`src/common/mipsPkg.sv`:
```
//######################################
// MIPS pipeline shared definitions
//######################################

package mipsPkg;

    // word, instruction and PC width
    localparam int dataW    = 32;
    localparam int regAddrW = 5;

    // memory sizes in words
    localparam int imemDepth = 256;
    localparam int imemAddrW = 8;
    localparam int dmemDepth = 256;

    // opcodes
    localparam logic [5:0] opRType = 6'd0;
    localparam logic [5:0] opJ     = 6'd2;
    localparam logic [5:0] opBeq   = 6'd4;
    localparam logic [5:0] opAddiu = 6'd9;
    localparam logic [5:0] opLw    = 6'd35;
    localparam logic [5:0] opSw    = 6'd43;
    localparam logic [5:0] opFin   = 6'd63;

    // R-type funct field
    localparam logic [5:0] fnAddu = 6'd33;
    localparam logic [5:0] fnSubu = 6'd35;
    localparam logic [5:0] fnAnd  = 6'd36;
    localparam logic [5:0] fnOr   = 6'd37;
    localparam logic [5:0] fnSlt  = 6'd42;

    // ALU operations picked in decode
    localparam logic [2:0] aluAdd = 3'd0;
    localparam logic [2:0] aluSub = 3'd1;
    localparam logic [2:0] aluAnd = 3'd2;
    localparam logic [2:0] aluOr  = 3'd3;
    localparam logic [2:0] aluSlt = 3'd4;

    // one instruction word, three field layouts
    typedef union packed {
        struct packed {
            logic [5:0]          opcode;
            logic [regAddrW-1:0] rs;
            logic [regAddrW-1:0] rt;
            logic [regAddrW-1:0] rd;
            logic [4:0]          shamt;
            logic [5:0]          funct;
        } rFmt;
        struct packed {
            logic [5:0]          opcode;
            logic [regAddrW-1:0] rs;
            logic [regAddrW-1:0] rt;
            logic [15:0]         imm;
        } iFmt;
        struct packed {
            logic [5:0]  opcode;
            logic [25:0] target;
        } jFmt;
    } instrWord;

endpackage

```
`src/decode/decodeStage.sv`:
```
//######################################
// decode stage and register file
//######################################
`timescale 1ns/1ps

module decodeStage import mipsPkg::*; (
    input  logic                clk,
    input  logic                rstN,
    input  instrWord            ifInstr,
    input  logic [dataW-1:0]    ifPcNext,
    input  logic                ifValid,
    input  logic                redirect,
    input  logic                wbValid,
    input  logic [regAddrW-1:0] wbReg,
    input  logic [dataW-1:0]    wbData,
    output logic                stall,
    output logic                exValid,
    output logic [2:0]          exAluOp,
    output logic                exUseImm,
    output logic                exMemRd,
    output logic                exMemWr,
    output logic                exRegWr,
    output logic                exBeq,
    output logic                exJump,
    output logic                exFin,
    output logic [regAddrW-1:0] exRs,
    output logic [regAddrW-1:0] exRt,
    output logic [regAddrW-1:0] exDest,
    output logic [dataW-1:0]    exRsVal,
    output logic [dataW-1:0]    exRtVal,
    output logic [dataW-1:0]    exImm,
    output logic [dataW-1:0]    exPcNext,
    output logic [dataW-1:0]    exJumpTarget
);

    logic [dataW-1:0]    regFile [2**regAddrW];
    logic [regAddrW-1:0] rs;
    logic [regAddrW-1:0] rt;
    logic [regAddrW-1:0] dest;
    logic [dataW-1:0]    rsVal;
    logic [dataW-1:0]    rtVal;
    logic [2:0]          aluOp;
    logic                useImm;
    logic                memRd;
    logic                memWr;
    logic                regWr;
    logic                isBeq;
    logic                isJump;
    logic                isFin;
    logic                bubble;

    assign rs = ifInstr.rFmt.rs;
    assign rt = ifInstr.rFmt.rt;

    always_comb begin
        aluOp  = aluAdd;
        useImm = 1'b0;
        memRd  = 1'b0;
        memWr  = 1'b0;
        regWr  = 1'b0;
        isBeq  = 1'b0;
        isJump = 1'b0;
        isFin  = 1'b0;
        dest   = ifInstr.iFmt.rt;
        case (ifInstr.rFmt.opcode)
            opRType: begin
                dest  = ifInstr.rFmt.rd;
                regWr = 1'b1;
                case (ifInstr.rFmt.funct)
                    fnAddu:  aluOp = aluAdd;
                    fnSubu:  aluOp = aluSub;
                    fnAnd:   aluOp = aluAnd;
                    fnOr:    aluOp = aluOr;
                    fnSlt:   aluOp = aluSlt;
                    // unknown funct retires as a nop
                    default: regWr = 1'b0;
                endcase
            end
            opAddiu: begin
                useImm = 1'b1;
                regWr  = 1'b1;
            end
            opLw: begin
                useImm = 1'b1;
                memRd  = 1'b1;
                regWr  = 1'b1;
            end
            opSw: begin
                useImm = 1'b1;
                memWr  = 1'b1;
            end
            opBeq:   isBeq  = 1'b1;
            opJ:     isJump = 1'b1;
            opFin:   isFin  = 1'b1;
            default: ;
        endcase
    end

    // register 0 reads zero, writeback value passes straight through
    assign rsVal = (rs == '0) ? '0 : (wbValid && wbReg == rs) ? wbData : regFile[rs];
    assign rtVal = (rt == '0) ? '0 : (wbValid && wbReg == rt) ? wbData : regFile[rt];

    always_ff @(posedge clk) begin
        if (wbValid)
            regFile[wbReg] <= wbData;
    end

    // load in execute feeding the instruction here
    assign stall  = ifValid && exValid && exMemRd && (exRt == rs || exRt == rt);
    assign bubble = !ifValid || stall || redirect;

    always_ff @(posedge clk) begin
        if (!rstN) begin
            exValid <= 1'b0;
            exMemRd <= 1'b0;
            exMemWr <= 1'b0;
            exRegWr <= 1'b0;
            exBeq   <= 1'b0;
            exJump  <= 1'b0;
            exFin   <= 1'b0;
        end else begin
            exValid <= !bubble;
            exMemRd <= memRd && !bubble;
            exMemWr <= memWr && !bubble;
            exRegWr <= regWr && !bubble;
            exBeq   <= isBeq && !bubble;
            exJump  <= isJump && !bubble;
            exFin   <= isFin && !bubble;
        end
    end

    always_ff @(posedge clk) begin
        exAluOp      <= aluOp;
        exUseImm     <= useImm;
        exRs         <= rs;
        exRt         <= rt;
        exDest       <= dest;
        exRsVal      <= rsVal;
        exRtVal      <= rtVal;
        exImm        <= {{(dataW-16){ifInstr.iFmt.imm[15]}}, ifInstr.iFmt.imm};
        exPcNext     <= ifPcNext;
        exJumpTarget <= {ifPcNext[dataW-1:28], ifInstr.jFmt.target, 2'b00};
    end

endmodule

```
`config.mk`:
```
export PLATFORM = sky130hd
export DESIGN_NAME = decodeStage
export DESIGN_NICKNAME = d
export VERILOG_FILES = /design/src/common/mipsPkg.sv /design/src/decode/decodeStage.sv
export SDC_FILE = /design/constraint.sdc
export NUM_CORES = 1
export LEC_CHECK = 0
export BUFFER_PORTS_ARGS = -buffer_cell sky130_fd_sc_hd__buf_4
export CORE_ASPECT_RATIO = 1.5
export CORE_MARGIN = 2
export CORE_UTILIZATION = 51
export CTS_BUF_LIST = sky130_fd_sc_hd__clkbuf_16
export CTS_CLUSTER_DIAMETER = 40
export DETAILED_ROUTE_END_ITERATION = 12
export GPL_ROUTABILITY_DRIVEN = 0
export PLACE_DENSITY = 0.67
export SLEW_MARGIN = 10
export SYNTH_ARGS = -nofsm -noshare
export SYNTH_HDL_FRONTEND = slang
export SYNTH_SLANG_ARGS = --single-unit
```
`constraint.sdc`:
```
create_clock -name clk -period 3.1 [get_ports clk]
set_input_delay 0.31 -clock clk [delete_from_list [all_inputs] [get_ports clk]]
set_output_delay 0.31 -clock clk [all_outputs]
set_load 0.005 [all_outputs]
```
# Word level (Yosys, flattened, before mapping)
# Memories as Yosys holds them, arrays and structs flattened. A register that Yosys moved wholly into a read port is not among the register bits.
# Cells that the tools add are included.
# classes
eq_ne,13
n_mux,12
reduce_logical,20
# op_table
cell,n
$eq A6 B6 Y1 const B,8
$pmux W3 S4,1
$eq A5 B5 Y1,2
$logic_not A5 Y1,2
$logic_and A1 B1 Y1,9
$mux W1,9
$eq A6 B2 Y1 const B,1
$eq A6 B3 Y1 const B,1
$eq A6 B4 Y1 const B,1
$logic_not A6 Y1,1
$mux W5,1
$reduce_or A5 Y1,1
$logic_or A1 B1 Y1,3
$reduce_or A3 Y1,1
$logic_not A1 Y1,2
$pmux W1 S2,1
$reduce_or A2 Y1,1
# totals
ff_bits,104
ramBits,1024
input_bits,106
output_inout_bits,187
word_cells,61
memories,1
# mem_list
name,words,width,rd,rd_ports_with_merged_regs,wr,line,rtl
regFile,32,32,2,2,1,decodeStage.sv:36,logic [dataW-1:0] regFile [2**regAddrW];

# Longest topological paths before layout
# depth
word_depth,7
depth_mapped,10
mapped_depth_nobuf,5

# Worst setup path after synthesis
# OpenSTA, ideal clock, no wires.
# synth_path
path_type,input to register
startpoint,input wbValid
endpoint,"memory regFile[28][0], enable pin"
setup_ns,0.421
arrival_ns,2.509
required_time_ns,2.679
slack_ns,0.170
stages,4
path_buffers,2
cell_sequence,clkbuf_1 > or3b_2 > clkbuf_1 > nor2_1
# synth_between
elab_chain_cells,2
# synth_rtl
element,line,rtl
from (decl),decodeStage.sv:13,"input logic wbValid,"
$mux W1,decodeStage.sv:104,if (wbValid)
$mux W1 (not written as such),decodeStage.sv:105,regFile[wbReg] <= wbData;
to (decl),decodeStage.sv:36,
# No other way between the ends.

# Worst setup path in the final report
# layout_path
startpoint,input ifInstr[23] in the netlist's numbering
endpoint,output stall
# layout_between
elab_chain_cells,3
# layout_rtl
element,line,rtl
from (decl),decodeStage.sv:9,"input instrWord ifInstr,"
$eq A5 B5 Y1,decodeStage.sv:109,assign stall = ifValid && exValid && exMemRd && (exRt == rs || exRt == rt);
$logic_or A1 B1 Y1,decodeStage.sv:109,
$logic_and A1 B1 Y1,decodeStage.sv:109,
to (decl),decodeStage.sv:16,"output logic stall,"
# No other way between the ends.

==> impl_metrics.toml <==
[outcome]
run_status = "finished clean"

[cells_and_area]
multi_input_area_um2 = 16600
synthToLayoutAreaGrowth_pct = 19.9
drive_above_1_share_pct = 34.5
design_area_um2 = 61400
final-seq-area_um2 = 33500
final_nets = 3299
fillers = 6912
final_core_util_pct = 61.6

[worst_setup_path]
r2r_slack_ns = 0.89
worstSetupEndpointType = "primary output"
reg2reg_depth = 6
crit_arrival_ns = 2.62
required_ns = 2.79
startpoint_type = "input port"
cp_max_fo = 33
reg2reg_to = "exMemWr"
critical_path_class = "input port to primary output"
r2r-start = "exRt[1]"

[min_path]
min_to = "exJumpTarget[27]"
min_path_cells = 2
min_path_type = "input port to register"
min_from = "ifInstr[25]"

[timing]
fin_crit_sh_pct = 94.4
worst_pin_slew_ns = 1.20
slew_viol_final = 0
max-slew-margin-rel_pct = 19.5
period_needed_ns = 2.93
clock.fmax_ghz = 0.342
rsz0062_at_grt = "no"
setup_viol = 0
final-hold-violation-count = 0
setup_slack_ns = 0.175
fin_tns_setup_ns = 0
finalClockSkew_ns = 0.0257

[synthesis]
yosys.area.top_type_share_pct = 60.0
synth.most_common_cell = "edfxtp_1"
ys.flop_type = "edfxtp_1"
synth_common_cells = "1024 x edfxtp_1, 385 x mux4_2, 256 x mux2i_1"
netlist_area_um2 = 51200
syn-instance-count = 2767
yosysWarnings = 0
avgSynthCellArea_um2 = 18.5
synth_largest_area_cell = "edfxtp_1"
async_flop_share_pct = 0
synth-edff-count = 1024
synth.distinct_cells = 55
synthTopCellsByArea = "edfxtp_1 60%, mux4_2 17%, dfxtp_1 5.4%"
ys_seq_area_share_pct = 65.4
synth.ff_latch_count = 1162

[global_route]
grt_max_degree = 64
overflow = 0
grt_pass1_vias = 33085
grt_pass1_wl_um = 233000
grt_usage_pct = 32.2
grt_antenna_before_repair = 2

[power_and_ir_drop]
power.static_leakage_nw = 21.1
ir_worst_vdd_v = 0.000523
powerDensity_nw_per_um2 = 596

[die]
rows = 142
die-area_um2 = 103000
dieWidth_um = 263
die_y_um = 392
core_area_um2 = 99700
ios = 293
start_util_pct = 51.4

[clock_network]
clock-root-buffer = "clkbuf_16"
cts_buffer_depth = 3
post_cts_buffers = 0
cts_made_buffers = 130
htree_levels = 4
clk_pin_slew_worst_paths_ns = 0.06
clk_latency_ns = 0.75
cts_tree = "built"
cts_sinks = 1162

[detailed_routing]
ant_nets = 0
vias = 32333
drt-initial-drc-count = 4146
route.detailed.drc = 0
vias_per_cell = 7.04
wl_um = 166000
wl_per_cell_um = 36.1
first_pass_iters = 5

[placed_design]
pre_cts_slack_ns = 0.395
dp_hpwl_um = 93000
io_buffers = 290
placement.cell_area_um2 = 56000

[run]
cap_viol_max_count = 0
[what timing repair did]
item	4_1_cts	5_1_grt
setup endpoints to repair	0	1
hold buffers	102	0
gates resized for setup	0	1
hold endpoints to repair	1098	0
[layout by cell type (no fill, tap or decap), types with 12 or more instances in the layout]
cell	netlist	routed
a211oi_1	15	15
buf_12	0	59
nor3_1	13	12
o221ai_1	37	37
a22oi_1	115	115
a211o_1	32	32
clkbuf_16	0	139
nor3b_1	14	14
a22o_1	52	52
dfxtp_1	138	138
inv_1	3	21
edfxtp_1	1024	1024
mux4_2	385	385
a221o_1	15	15
o21ai_0	13	13
nor2_4	0	37
mux2i_1	256	256
inv_6	0	14
a221oi_1	48	48
clkinvlp_4	0	14
a2111oi_2	23	23
a21oi_1	116	116
nand2_1	19	19
o22ai_1	28	28
xnor2_1	17	17
buf_4	73	400
dlygate4sd3_1	0	102
bufinv_16	0	13
[worst max path at each step]
stage,start,to,cells past startpoint
finish,ifInstr[23],stall,8
global route,ifInstr[23],stall,8
CTS,ifInstr[23],stall,8
detailed placement,ifInstr[23],exRsVal[10],6
global placement,ifInstr[23],exRsVal[21],7
floorplan,wbValid,regFile[28][0],4
[per-layer routing]
layer	vias to the layer above	share of wire, %	track usage (%)
li1	12620	-	-
met1	16859	35	39.8
met2	2336	49	53.4
met3	516	10	7.46
met4	2	5.6	16.4
met5	-	0.0078	0
[through the flow]
stage / power, mW / std cells / hold slack, ns
after CTS: 36.7 / 4591 / 0.0160
after global routing: 37.5 / 4591 / 0.0221
after detailed placement: 21.0 / 4255 / 0.415
final: 36.6 / 4592 / 0.0603
after global placement: 21.0 / 4255 / 0.415
after floorplan: 19.5 / 2768 / 0.338
[registers in the layout (all words and copies together) (netlist names)]
name / flops
exJumpTarget: 4
exRs: 4
exAluOp: 3
exImm: 15
exRsVal: 32
exRtVal: 32
exPcNext: 31
exRt: 4
exBeq: 1
exMemWr: 1
exValid: 1
exFin: 1
exRegWr: 1
exUseImm: 1
exJump: 1
exMemRd: 1
exDest: 5
regFile: 1024
[logic make-up after synthesis]
kind of cell	after synthesis	share of synthesized area [%]
flip-flops	1162	65.4
multiplexers	646	22.0
AO/OA/AOI/OAI	524	7.82
buffers and inverters	276	2.91
AND/OR/NAND/NOR	138	1.47
XOR/XNOR	20	0.342
other	1	0.00732
[worst max-delay path: stages]
cell and delay (ns):
dlygate4sd3_1 0.54, buf_6 0.37, buf_4 0.45, xnor2_1 0.16, nand3_1 0.09, o22ai_1 0.25
and4_1 0.25, buf_4 0.12
[report_power, final]
group	internal, mW	leakage [nW]	switching (mW)
clock	9.31	2.20	6.46
combinational	1.50	8.48	1.81
sequential	17.3	10.4	0.203
[cell type report]
class | count | area share [%]
flip-flops and latches | 1162 | 54.5
multi-input cells | 1330 | 27.0
repair buffers | 566 | 8.58
clock buffers | 139 | 5.66
well taps | 1296 | 2.64
clock inverters | 95 | 1.57
inverters | 3 | 0.0183
diodes | 1 | 0.00407
Note: power is estimated with default switching activity, not from simulation.
