## src/common/mipsPkg.sv

```systemverilog
//######################################
// MIPS pipeline shared definitions
//######################################

package mipsPkg;

    // word, instruction and PC width
    localparam int dataW    = 32;
    localparam int regAddrW = 5;

    // memory sizes in words
    localparam int imemDepth = 256;
    localparam int imemAddrW = 8;
    localparam int dmemDepth = 256;

    // opcodes
    localparam logic [5:0] opRType = 6'd0;
    localparam logic [5:0] opJ     = 6'd2;
    localparam logic [5:0] opBeq   = 6'd4;
    localparam logic [5:0] opAddiu = 6'd9;
    localparam logic [5:0] opLw    = 6'd35;
    localparam logic [5:0] opSw    = 6'd43;
    localparam logic [5:0] opFin   = 6'd63;

    // R-type funct field
    localparam logic [5:0] fnAddu = 6'd33;
    localparam logic [5:0] fnSubu = 6'd35;
    localparam logic [5:0] fnAnd  = 6'd36;
    localparam logic [5:0] fnOr   = 6'd37;
    localparam logic [5:0] fnSlt  = 6'd42;

    // ALU operations picked in decode
    localparam logic [2:0] aluAdd = 3'd0;
    localparam logic [2:0] aluSub = 3'd1;
    localparam logic [2:0] aluAnd = 3'd2;
    localparam logic [2:0] aluOr  = 3'd3;
    localparam logic [2:0] aluSlt = 3'd4;

    // one instruction word, three field layouts
    typedef union packed {
        struct packed {
            logic [5:0]          opcode;
            logic [regAddrW-1:0] rs;
            logic [regAddrW-1:0] rt;
            logic [regAddrW-1:0] rd;
            logic [4:0]          shamt;
            logic [5:0]          funct;
        } rFmt;
        struct packed {
            logic [5:0]          opcode;
            logic [regAddrW-1:0] rs;
            logic [regAddrW-1:0] rt;
            logic [15:0]         imm;
        } iFmt;
        struct packed {
            logic [5:0]  opcode;
            logic [25:0] target;
        } jFmt;
    } instrWord;

endpackage

```

## src/execute/executeStage.sv

```systemverilog
//######################################
// execute stage, ALU and branches
//######################################
`timescale 1ns/1ps

module executeStage import mipsPkg::*; (
    input  logic                clk,
    input  logic                rstN,
    input  logic                exValid,
    input  logic [2:0]          exAluOp,
    input  logic                exUseImm,
    input  logic                exMemRd,
    input  logic                exMemWr,
    input  logic                exRegWr,
    input  logic                exBeq,
    input  logic                exJump,
    input  logic                exFin,
    input  logic [regAddrW-1:0] exRs,
    input  logic [regAddrW-1:0] exRt,
    input  logic [regAddrW-1:0] exDest,
    input  logic [dataW-1:0]    exRsVal,
    input  logic [dataW-1:0]    exRtVal,
    input  logic [dataW-1:0]    exImm,
    input  logic [dataW-1:0]    exPcNext,
    input  logic [dataW-1:0]    exJumpTarget,
    input  logic                wbValid,
    input  logic [regAddrW-1:0] wbReg,
    input  logic [dataW-1:0]    wbData,
    output logic                redirect,
    output logic [dataW-1:0]    redirectTarget,
    output logic                memValid,
    output logic                memRd,
    output logic                memWr,
    output logic                memRegWr,
    output logic                memFin,
    output logic [regAddrW-1:0] memDest,
    output logic [dataW-1:0]    memAluResult,
    output logic [dataW-1:0]    memStoreData
);

    logic             memHitRs;
    logic             memHitRt;
    logic             wbHitRs;
    logic             wbHitRt;
    logic [dataW-1:0] rsFwd;
    logic [dataW-1:0] rtFwd;
    logic [dataW-1:0] opB;
    logic [dataW-1:0] aluResult;
    logic [dataW-1:0] branchTarget;
    logic             branchTaken;

    // nearest older producer first, never register 0
    assign memHitRs = memValid && memRegWr && exRs != '0 && memDest == exRs;
    assign memHitRt = memValid && memRegWr && exRt != '0 && memDest == exRt;
    assign wbHitRs  = wbValid && exRs != '0 && wbReg == exRs;
    assign wbHitRt  = wbValid && exRt != '0 && wbReg == exRt;

    assign rsFwd = memHitRs ? memAluResult : wbHitRs ? wbData : exRsVal;
    assign rtFwd = memHitRt ? memAluResult : wbHitRt ? wbData : exRtVal;
    assign opB   = exUseImm ? exImm : rtFwd;

    always_comb begin
        case (exAluOp)
            aluAdd:  aluResult = rsFwd + opB;
            aluSub:  aluResult = rsFwd - opB;
            aluAnd:  aluResult = rsFwd & opB;
            aluOr:   aluResult = rsFwd | opB;
            aluSlt:  aluResult = {{(dataW-1){1'b0}}, $signed(rsFwd) < $signed(opB)};
            default: aluResult = '0;
        endcase
    end

    // resolved here, the two younger slots get squashed
    assign branchTaken    = exBeq && (rsFwd == rtFwd);
    assign branchTarget   = exPcNext + {exImm[dataW-3:0], 2'b00};
    assign redirect       = exValid && (exJump || branchTaken);
    assign redirectTarget = exJump ? exJumpTarget : branchTarget;

    always_ff @(posedge clk) begin
        if (!rstN) begin
            memValid <= 1'b0;
            memRd    <= 1'b0;
            memWr    <= 1'b0;
            memRegWr <= 1'b0;
            memFin   <= 1'b0;
        end else begin
            memValid <= exValid;
            memRd    <= exMemRd;
            memWr    <= exMemWr;
            memRegWr <= exRegWr;
            memFin   <= exFin;
        end
    end

    always_ff @(posedge clk) begin
        memDest      <= exDest;
        memAluResult <= aluResult;
        memStoreData <= rtFwd;
    end

endmodule

```

## config.mk

```make
export PLATFORM = sky130hd
export DESIGN_NAME = executeStage
export DESIGN_NICKNAME = d
export VERILOG_FILES = /design/src/common/mipsPkg.sv /design/src/execute/executeStage.sv
export SDC_FILE = /design/constraint.sdc
export NUM_CORES = 1
export LEC_CHECK = 0
export BUFFER_PORTS_ARGS = -buffer_cell sky130_fd_sc_hd__buf_2
export CAP_MARGIN = 20
export CORE_AREA = 8 8 175 144
export DETAILED_ROUTE_END_ITERATION = 6
export DIE_AREA = 0 0 183 152
export PLACE_DENSITY_LB_ADDON = 0.25
export SLEW_MARGIN = 10
export SYNTH_ARGS = -nofsm -noshare
export SYNTH_HDL_FRONTEND = slang
export SYNTH_SLANG_ARGS = --single-unit
export TNS_END_PERCENT = 1
```

## constraint.sdc

```tcl
create_clock -name clk -period 4.69 [get_ports clk]
set_input_delay 0.469 -clock clk [delete_from_list [all_inputs] [get_ports clk]]
set_output_delay 0.469 -clock clk [all_outputs]
set_load 0.005 [all_outputs]
```

# Word-level counts from Yosys, hierarchy flattened
# Index checks and enable logic that the tools add are counted.
[totals]
ramBits = 0
ff_bits = 74
word_cells = 45
out_inout_bits = 107
input_bits = 226
latchBits = 0
mem_bits_ro = 0
memories = 0
[op_classes]
div_mod_pow = 0
n_reduce_logical = 15
order_cmp = 1
shifts = 0
add_sub_neg = 3
n_bitwise = 2
mul = 0
n_mux = 7
eq_ne = 9
[op_table]
columns = ["operator", "count"]
rows = [
  ["2-to-1 mux 32 bit", 6],
  ["case mux 32 bit (5 select lines)", 1],
  ["adder 32 bit", 2],
  ["bitwise AND 32 bit", 1],
  ["== test 32 bit", 1],
  ["< comparator 32 bit", 1],
  ["OR 32 bit", 1],
  ["subtractor 32 bit", 1],
  ["== test 5 bit", 4],
  ["logical AND 1 bit", 11],
  ["nonzero test 5 bit", 2],
  ["== test 3 x 2 -> 1 bit (second input constant)", 2],
  ["== test 3 x 1 -> 1 bit (second input constant)", 1],
  ["== test 3 bit (second input constant)", 1],
  ["logical NOT 3 bit", 1],
  ["logical OR 1 bit", 1],
]

# Longest topological paths before layout
# Gate-level depths: netlist (run 1).
[depth]
word_depth = 9
mapped_depth = 21
mapped_depth_nobuf = 18

# Worst setup path after synthesis (run 1)
# No wires, ideal clock.
[synth_timing]
path_type = "input-to-reg"
start = "input exRt[1]"
end = "register memAluResult[18]"
required_time_ns = 4.553
t_arrival_ns = 4.591
stages = 18
setup_slack_ns = -0.038
path_buffers = 1
setup_time_ns = 0.137
path_cell_list = "or4_1 o211a_1 nand2_4 buf_6 mux2i_1 o21ai_1 mux2_2 ha_1 fa_1 a211oi_1 o211ai_1 a2111oi_0 o41ai_1 a211oi_1 xnor2_1 nor2_1 a211oi_1 a211oi_1"
[synth_between]
elab_chain_len = 8
word_cells_on_any_way = 15
cone_classes = "add/sub (2); eq/ne (2); mux (4); bitwise (2); reduce/logical (5)"
[synth_rtl]
columns = ["item", "line_no", "source"]
rows = [
  ["start, declared", "executeStage.sv:19", "input logic [regAddrW-1:0] exRt,"],
  ["nonzero test 5 bit", "executeStage.sv:54, executeStage.sv:56", ""],
  ["logical AND 1 bit (2 in a row)", "executeStage.sv:56", "assign wbHitRt = wbValid && exRt != '0 && wbReg == exRt;"],
  ["2-to-1 mux 32 bit", "executeStage.sv:59", "assign rtFwd = memHitRt ? memAluResult : wbHitRt ? wbData : exRtVal;"],
  ["2-to-1 mux 32 bit *", "executeStage.sv:59", ""],
  ["named net rtFwd[0]", "executeStage.sv:46", "logic [dataW-1:0] rtFwd;"],
  ["2-to-1 mux 32 bit *", "executeStage.sv:60", "assign opB = exUseImm ? exImm : rtFwd;"],
  ["subtractor 32 bit or adder 32 bit (tied branches)", "executeStage.sv:65, executeStage.sv:64", ""],
  ["case mux 32 bit (5 select lines) *", "executeStage.sv:63", "case (exAluOp)"],
  ["named net aluResult[18]", "executeStage.sv:48", "logic [dataW-1:0] aluResult;"],
  ["end signal, assigned", "executeStage.sv:97", "memAluResult <= aluResult;"],
  ["end, declared", "executeStage.sv:37", "output logic [dataW-1:0] memAluResult,"],
]
# Mark *: on every way through the listed nets, which the timed path passes. The rest lies on a longest branch.
# A chain may end at the register's enable or synchronous reset.

# Worst setup path in the final report (run 1)
[layout_timing]
start = "input exRt[1]"
end = "register memAluResult[16]"
# Same word-level chain as after synthesis.

==> results of run 1 <==
-- logic make-up after synthesis --
logic type / count (synthesis) / synth area share
AND/OR/NAND/NOR: 398 / 0.184
buffers and inverters: 208 / 0.0840
multiplexers: 87 / 0.0895
flip-flops: 74 / 0.141
adder cells (fa/ha/maj): 128 / 0.154
AO/OA/AOI/OAI: 447 / 0.274
XOR/XNOR: 89 / 0.0740
-- per-layer routing --
metal  wire [microns]  vias to the layer above
li1                 -                     6005
met1            19800                     5956
met4             1420                        0
met2            20900                      676
met5                0                        -
met3             4880                       72
-- critical path, stage by stage --
cell,delay [ns]
buf_2,0.11
or4_4,0.55
o211a_4,0.29
nand2_4,0.08
mux2i_1,0.18
o21ai_1,0.09
mux2_2,0.30
ha_1,0.26
fa_2,0.41
a211oi_2,0.18
buf_4,0.15
o211ai_1,0.15
buf_4,0.20
a2111oi_4,0.44
o41ai_4,0.15
buf_4,0.16
a21oi_1,0.12
o21ai_0,0.11
o21ai_0,0.12
nand2_1,0.11
a311oi_2,0.25
-- how the worst min path moves through the flow --
stage	start	to	slack, ns	cells after the start
global placement	memAluResult[29]$_DFF_P_	memStoreData[29]$_DFF_P_	0.55	2
CTS	exDest[1]	memDest[1]$_DFF_P_	0.20	1
global route	exDest[0]	memDest[0]$_DFF_P_	0.20	1
floorplan	exDest[0]	memDest[0]$_DFF_P_	0.50	0
detailed placement	memAluResult[29]$_DFF_P_	memStoreData[29]$_DFF_P_	0.57	2
finish	exDest[1]	memDest[1]$_DFF_P_	0.20	1
-- stage by stage --
step	util	setup TNS, ns
CTS	0.632	-0.165
floorplan	-	-0.0267
global placement	0.617	-3.94
finish	0.641	0
detailed placement	0.617	-5.51
global route	0.641	-0.401
-- registers in the layout (all words and copies together) (netlist names) --
signal,cells
memStoreData,32
memRd,1
memAluResult,32
memValid,1
memWr,1
memRegWr,1
memFin,1
memDest,5
-- power groups by stage --
stage | registers (mW) | clock network [mW] | logic [mW]
6_report | 0.743 | 0.759 | 1.71
5_1_grt | 0.746 | 0.782 | 1.84
4_1_cts | 0.740 | 0.759 | 1.63
3_5_place_dp | 0.754 | 0 | 1.62
3_3_place_gp | 0.754 | 0 | 1.60
2_1_floorplan | 0.742 | 0 | 0.902
-- final cells by class --
| cell class | instances | area (sq um) |
|---|---|---|
| Multi-Input combinational cell | 1149 | 8340 |
| Tap cell | 306 | 383 |
| Timing Repair Buffer | 535 | 3220 |
| Antenna cell | 3 | 7.51 |
| Fill cell | 2053 | 7970 |
| Clock buffer | 9 | 225 |
| Sequential cell | 74 | 1480 |
| Clock inverter | 7 | 85.1 |
| Inverter | 130 | 488 |
-- cell usage after synthesis (9+ instances only) --
cell / n / share of area
a21oi_1: 125 / 0.059
or4_1: 10 / 0.0071
nor2b_1: 11 / 0.0065
ha_1: 125 / 0.15
mux2i_1: 60 / 0.057
dfxtp_1: 74 / 0.14
o31ai_1: 17 / 0.012
inv_1: 119 / 0.042
nor3_1: 16 / 0.0076
and2_1: 12 / 0.0071
o21bai_1: 18 / 0.013
nand2_1: 133 / 0.047
o21a_1: 25 / 0.018
a21o_1: 19 / 0.014
nand2b_1: 22 / 0.013
clkbuf_1: 46 / 0.016
xor2_1: 26 / 0.022
nor2_1: 110 / 0.039
nand4_1: 13 / 0.0077
and3_1: 9 / 0.0053
a31oi_1: 10 / 0.0059
nand3_1: 21 / 0.010
o21ai_0: 109 / 0.052
xnor2_1: 63 / 0.052
mux2_2: 18 / 0.019
buf_2: 11 / 0.0052
a211oi_1: 23 / 0.016
o211ai_1: 15 / 0.011
-- what timing repair did --
action                                 in CTS  in global routing
resized for setup                           5                 39
endpoints found under the hold margin       0                  0
pin swaps                                   1                 16
buffers inserted                            0                  4
setup endpoints to repair                   8                 19
==> results_dict.tcl, run 1 <==
set metrics [dict create \
    crit_fanout 3 \
    cts_tree "done" \
    period_share 0.988 \
    rsz0062_at_grt "yes" \
    hold_buffers 0 \
    timing.rr.start "memDest[0]$_DFF_P_" \
    crit_path_end_kind "flop" \
    cts-root-buf "clkbuf_16" \
    syn-instance-count 1431 \
    drt_iter0_markers 1463 \
    r2r_end "memAluResult[24]$_DFF_P_" \
    worst_pin_slew_ns 0.974 \
    avgSynthCellArea_sq_um 7.36 \
    cp.required_ns 4.96 \
    worstRegToRegCells 21 \
    postLayoutCellArea_sq_um 14200 \
    status "complete, no violations" \
    synth_edf_count 0 \
    critPathLaunch "exRt[1]" \
    relSlewSlack 0.348 \
    ys_types 91 \
    mostFrequentLayoutCells "buf_2, buf_4, nand2_1" \
    cp-endpoint "memAluResult[16]$_DFF_P_" \
    ys_ff_latch 74 \
    pre_cts_slack_ns -0.486 \
    gp_congestion 0.997 \
    clock_sinks 74 \
    grt.busiest_layer "met2" \
    drive_gt1_frac 0.329 \
    cts-htree-levels 3 \
    regToRegSetupSlack_ns 0.17 \
    core_area_sq_um 22200 \
    clock_latency_ns 0.36 \
    max_freq_mhz 216 \
    grt_max_degree 67 \
    grt_first_pass_wirelength_microns 69500 \
    syn_area_sq_um 10500 \
    slew_viol_final 0 \
    yosys_warnings 0 \
    power_frac_seq 0.231 \
    areaGrowthSynthToFinish_pct 35.0 \
    pwr-share-clk 0.236 \
    use_met3 0.0603 \
    seq_area_frac_synth 0.141 \
    rows 49 \
    syn-num-nets 1785 \
    dieArea_sq_um 27800 \
    start_util 0.475 \
    holdCritPathClass "in2reg" \
    whs_ns 0.204 \
    comb_power_share 0.533 \
    grt_overflow 0 \
    io_pins 333 \
    viasPerCell 5.74 \
    dpl-instance-area_sq_um 13700 \
    max_cap_violations 0 \
    num_vias 12700 \
    p_leak_nw 7.12 \
    hold_violations 0 \
    ant_nets 0 \
    power_density_nw_per_um2 226 \
    die_w_microns 183 \
    path_clk_slew_ns 0.07 \
    swShare 0.414 \
    peakVddDrop_v 0.000194 \
    layout_commonest_cell "buf_2" \
    grtUsageMet1 0.431 \
    cts_buffer_depth 2 \
    p_switching_mw 1.33 \
    p_int_mw 1.88 \
    globalRouteTotalUtil 0.317 \
    min_period_ns 4.63 \
    dpl.hpwl_microns 39300 \
    yosys_most_used_dff "dfxtp_1" \
    met2_usage 0.495 \
    io_buffers 332 \
    antenna_found_initial 3 \
    setup_ws_ns 0.0551 \
    power_mw 3.22 \
    arrival_ns 4.90 \
    async_flop_share 0 \
    drc 0 \
    cts_buffers 9 \
    fin_skew_ns 0.0106 \
    first_global_vias 11800 \
    nNetsFinal 2253 \
    routed_wl_microns 47000 \
    wl_per_cell_microns 21.3 \
    setup-violations-final 0 \
    drt_pass1_iterations 7 \
    placed_cells_incl_taps 2190 \
    die_y_microns 152 \
    setup.worst_path.start_class "primary input" \
    final_cells 2213 \
    worstSetupPathType "in2reg" \
]
No activity file was read; power rests on OpenSTA's default activity.
==> run 2: changes to the inputs <==
- CORE_AREA: 8 8 175 144 -> 8 8 158 160
- DIE_AREA: 0 0 183 152 -> 0 0 166 168
- HOLD_SLACK_MARGIN: default -> 0.02
- SKIP_CTS_REPAIR_TIMING: default -> 1
==> results_dict.tcl, run 2 (synthesized netlist as in run 1, its figures left out) <==
set metrics [dict create \
    status "complete, no violations" \
    drt_iter0_markers 1461 \
    grt_max_degree 66 \
    min_period_ns 4.65 \
    clock_sinks 74 \
    drive_gt1_frac 0.335 \
    drt_pass1_iterations 7 \
    first_global_vias 12000 \
    postLayoutCellArea_sq_um 14300 \
    fin_skew_ns 0.0121 \
    rows 55 \
    dpl-instance-area_sq_um 13600 \
    ant_nets 0 \
    grt_first_pass_wirelength_microns 69500 \
    cts-root-buf "clkbuf_16" \
    crit_path_end_kind "flop" \
    slew_viol_final 0 \
    setup-violations-final 0 \
    dpl.hpwl_microns 39100 \
    final_cells 2188 \
    wl_per_cell_microns 21.5 \
    cts_buffers 9 \
    hold_violations 0 \
    worstRegToRegCells 20 \
    grtUsageMet1 0.405 \
    whs_ns 0.207 \
    die_y_microns 168 \
    peakVddDrop_v 0.000134 \
    grt_overflow 0 \
    power_mw 3.23 \
    rsz0062_at_grt "yes" \
    nNetsFinal 2246 \
    globalRouteTotalUtil 0.317 \
    layout_commonest_cell "buf_2" \
    top_regs "memAluResult: 32 flops, memStoreData: 32 flops, memDest: 5 flops" \
    worst_pin_slew_ns 1.07 \
    fillers 2070 \
    period_share 0.991 \
    cp.required_ns 4.96 \
    die_w_microns 166 \
    final_util 0.639 \
    max_freq_mhz 215 \
    clock_latency_ns 0.36 \
    io_buffers 332 \
    grt.busiest_layer "met2" \
    arrival_ns 4.92 \
    antenna_found_initial 6 \
    cts_buffer_depth 2 \
    relSlewSlack 0.284 \
    holdCritPathClass "in2reg" \
    min_path_cells 1 \
    p_leak_nw 7.14 \
    placed_cells_incl_taps 2157 \
    routed_wl_microns 47000 \
    max_cap_violations 0 \
    start_util 0.471 \
    setup.worst_path.start_class "primary input" \
    dieArea_sq_um 27900 \
    drc 0 \
    viasPerCell 5.74 \
    core_area_sq_um 22400 \
    cts_tree "done" \
    gp_congestion 0.996 \
    power_density_nw_per_um2 226 \
    pre_cts_slack_ns -0.552 \
    met2_usage 0.507 \
    worstSetupPathType "in2reg" \
    mostFrequentLayoutCells "buf_2, buf_4, nand2_1" \
    num_vias 12600 \
    setup_ws_ns 0.0411 \
    use_met3 0.0599 \
    io_pins 333 \
    areaGrowthSynthToFinish_pct 35.7 \
    setup_tns_ns 0 \
    crit_fanout 10 \
    path_clk_slew_ns 0.07 \
    cts-htree-levels 3 \
]
run 2: changes by cell type in the layout (fill, tap and decap cells not counted), moves of 3 or more:
cell	change
buf_12	+4
buf_6	-3
diode_2	+3
o21ai_0	-3
buf_4	-8
ha_1	-3
run 2: worst max-delay path, stage by stage:
cell and delay, ns:
buf_2 0.10, or4_4 0.55, o211a_4 0.28, nand2_4 0.10, buf_12 0.15, buf_4 0.14
mux2i_1 0.20, o21ai_0 0.13, mux2_4 0.34, ha_4 0.29, nand2b_1 0.10, a21oi_1 0.07
o31a_1 0.32, a311oi_4 0.42, nor4_4 0.05, buf_4 0.17, o21ai_4 0.17, a21oi_2 0.09
or4_4 0.52, a311oi_2 0.25
run 2: cell type report:
cell class              count  area, sq um  share of cell area
inverters                 130          488              0.0341
diodes                      6         15.0             0.00105
clock inverters             7         93.8             0.00657
flip-flops and latches     74         1480               0.104
multi-input cells        1149         8430               0.590
well taps                 285          357              0.0249
clock buffers               9          225              0.0158
repair buffers            528         3200               0.224
run 2: where the power goes:
part | leakage, nW | switching (mW) | internal (mW)
logic | 6.36 | 0.941 | 0.769
registers | 0.621 | 0.0563 | 0.688
clock network | 0.151 | 0.315 | 0.465
run 2: metal layers:
metal | routed length, microns | part of all wire
met3 | 4630 | 0.098
met1 | 19300 | 0.41
met5 | 26 | 0.00055
met2 | 21000 | 0.45
met4 | 2030 | 0.043
run 2: worst paths after layout:
kind	end	slack, ns	startpoint
worst min-delay path	memDest[3]$_DFF_P_	0.21	exDest[3]
worst max register to register	memAluResult[24]$_DFF_P_	0.07	memDest[2]$_DFF_P_
worst min register to register	memStoreData[21]$_DFF_P_	0.58	memAluResult[21]$_DFF_P_
worst max-delay path	memAluResult[24]$_DFF_P_	0.04	exRt[4]
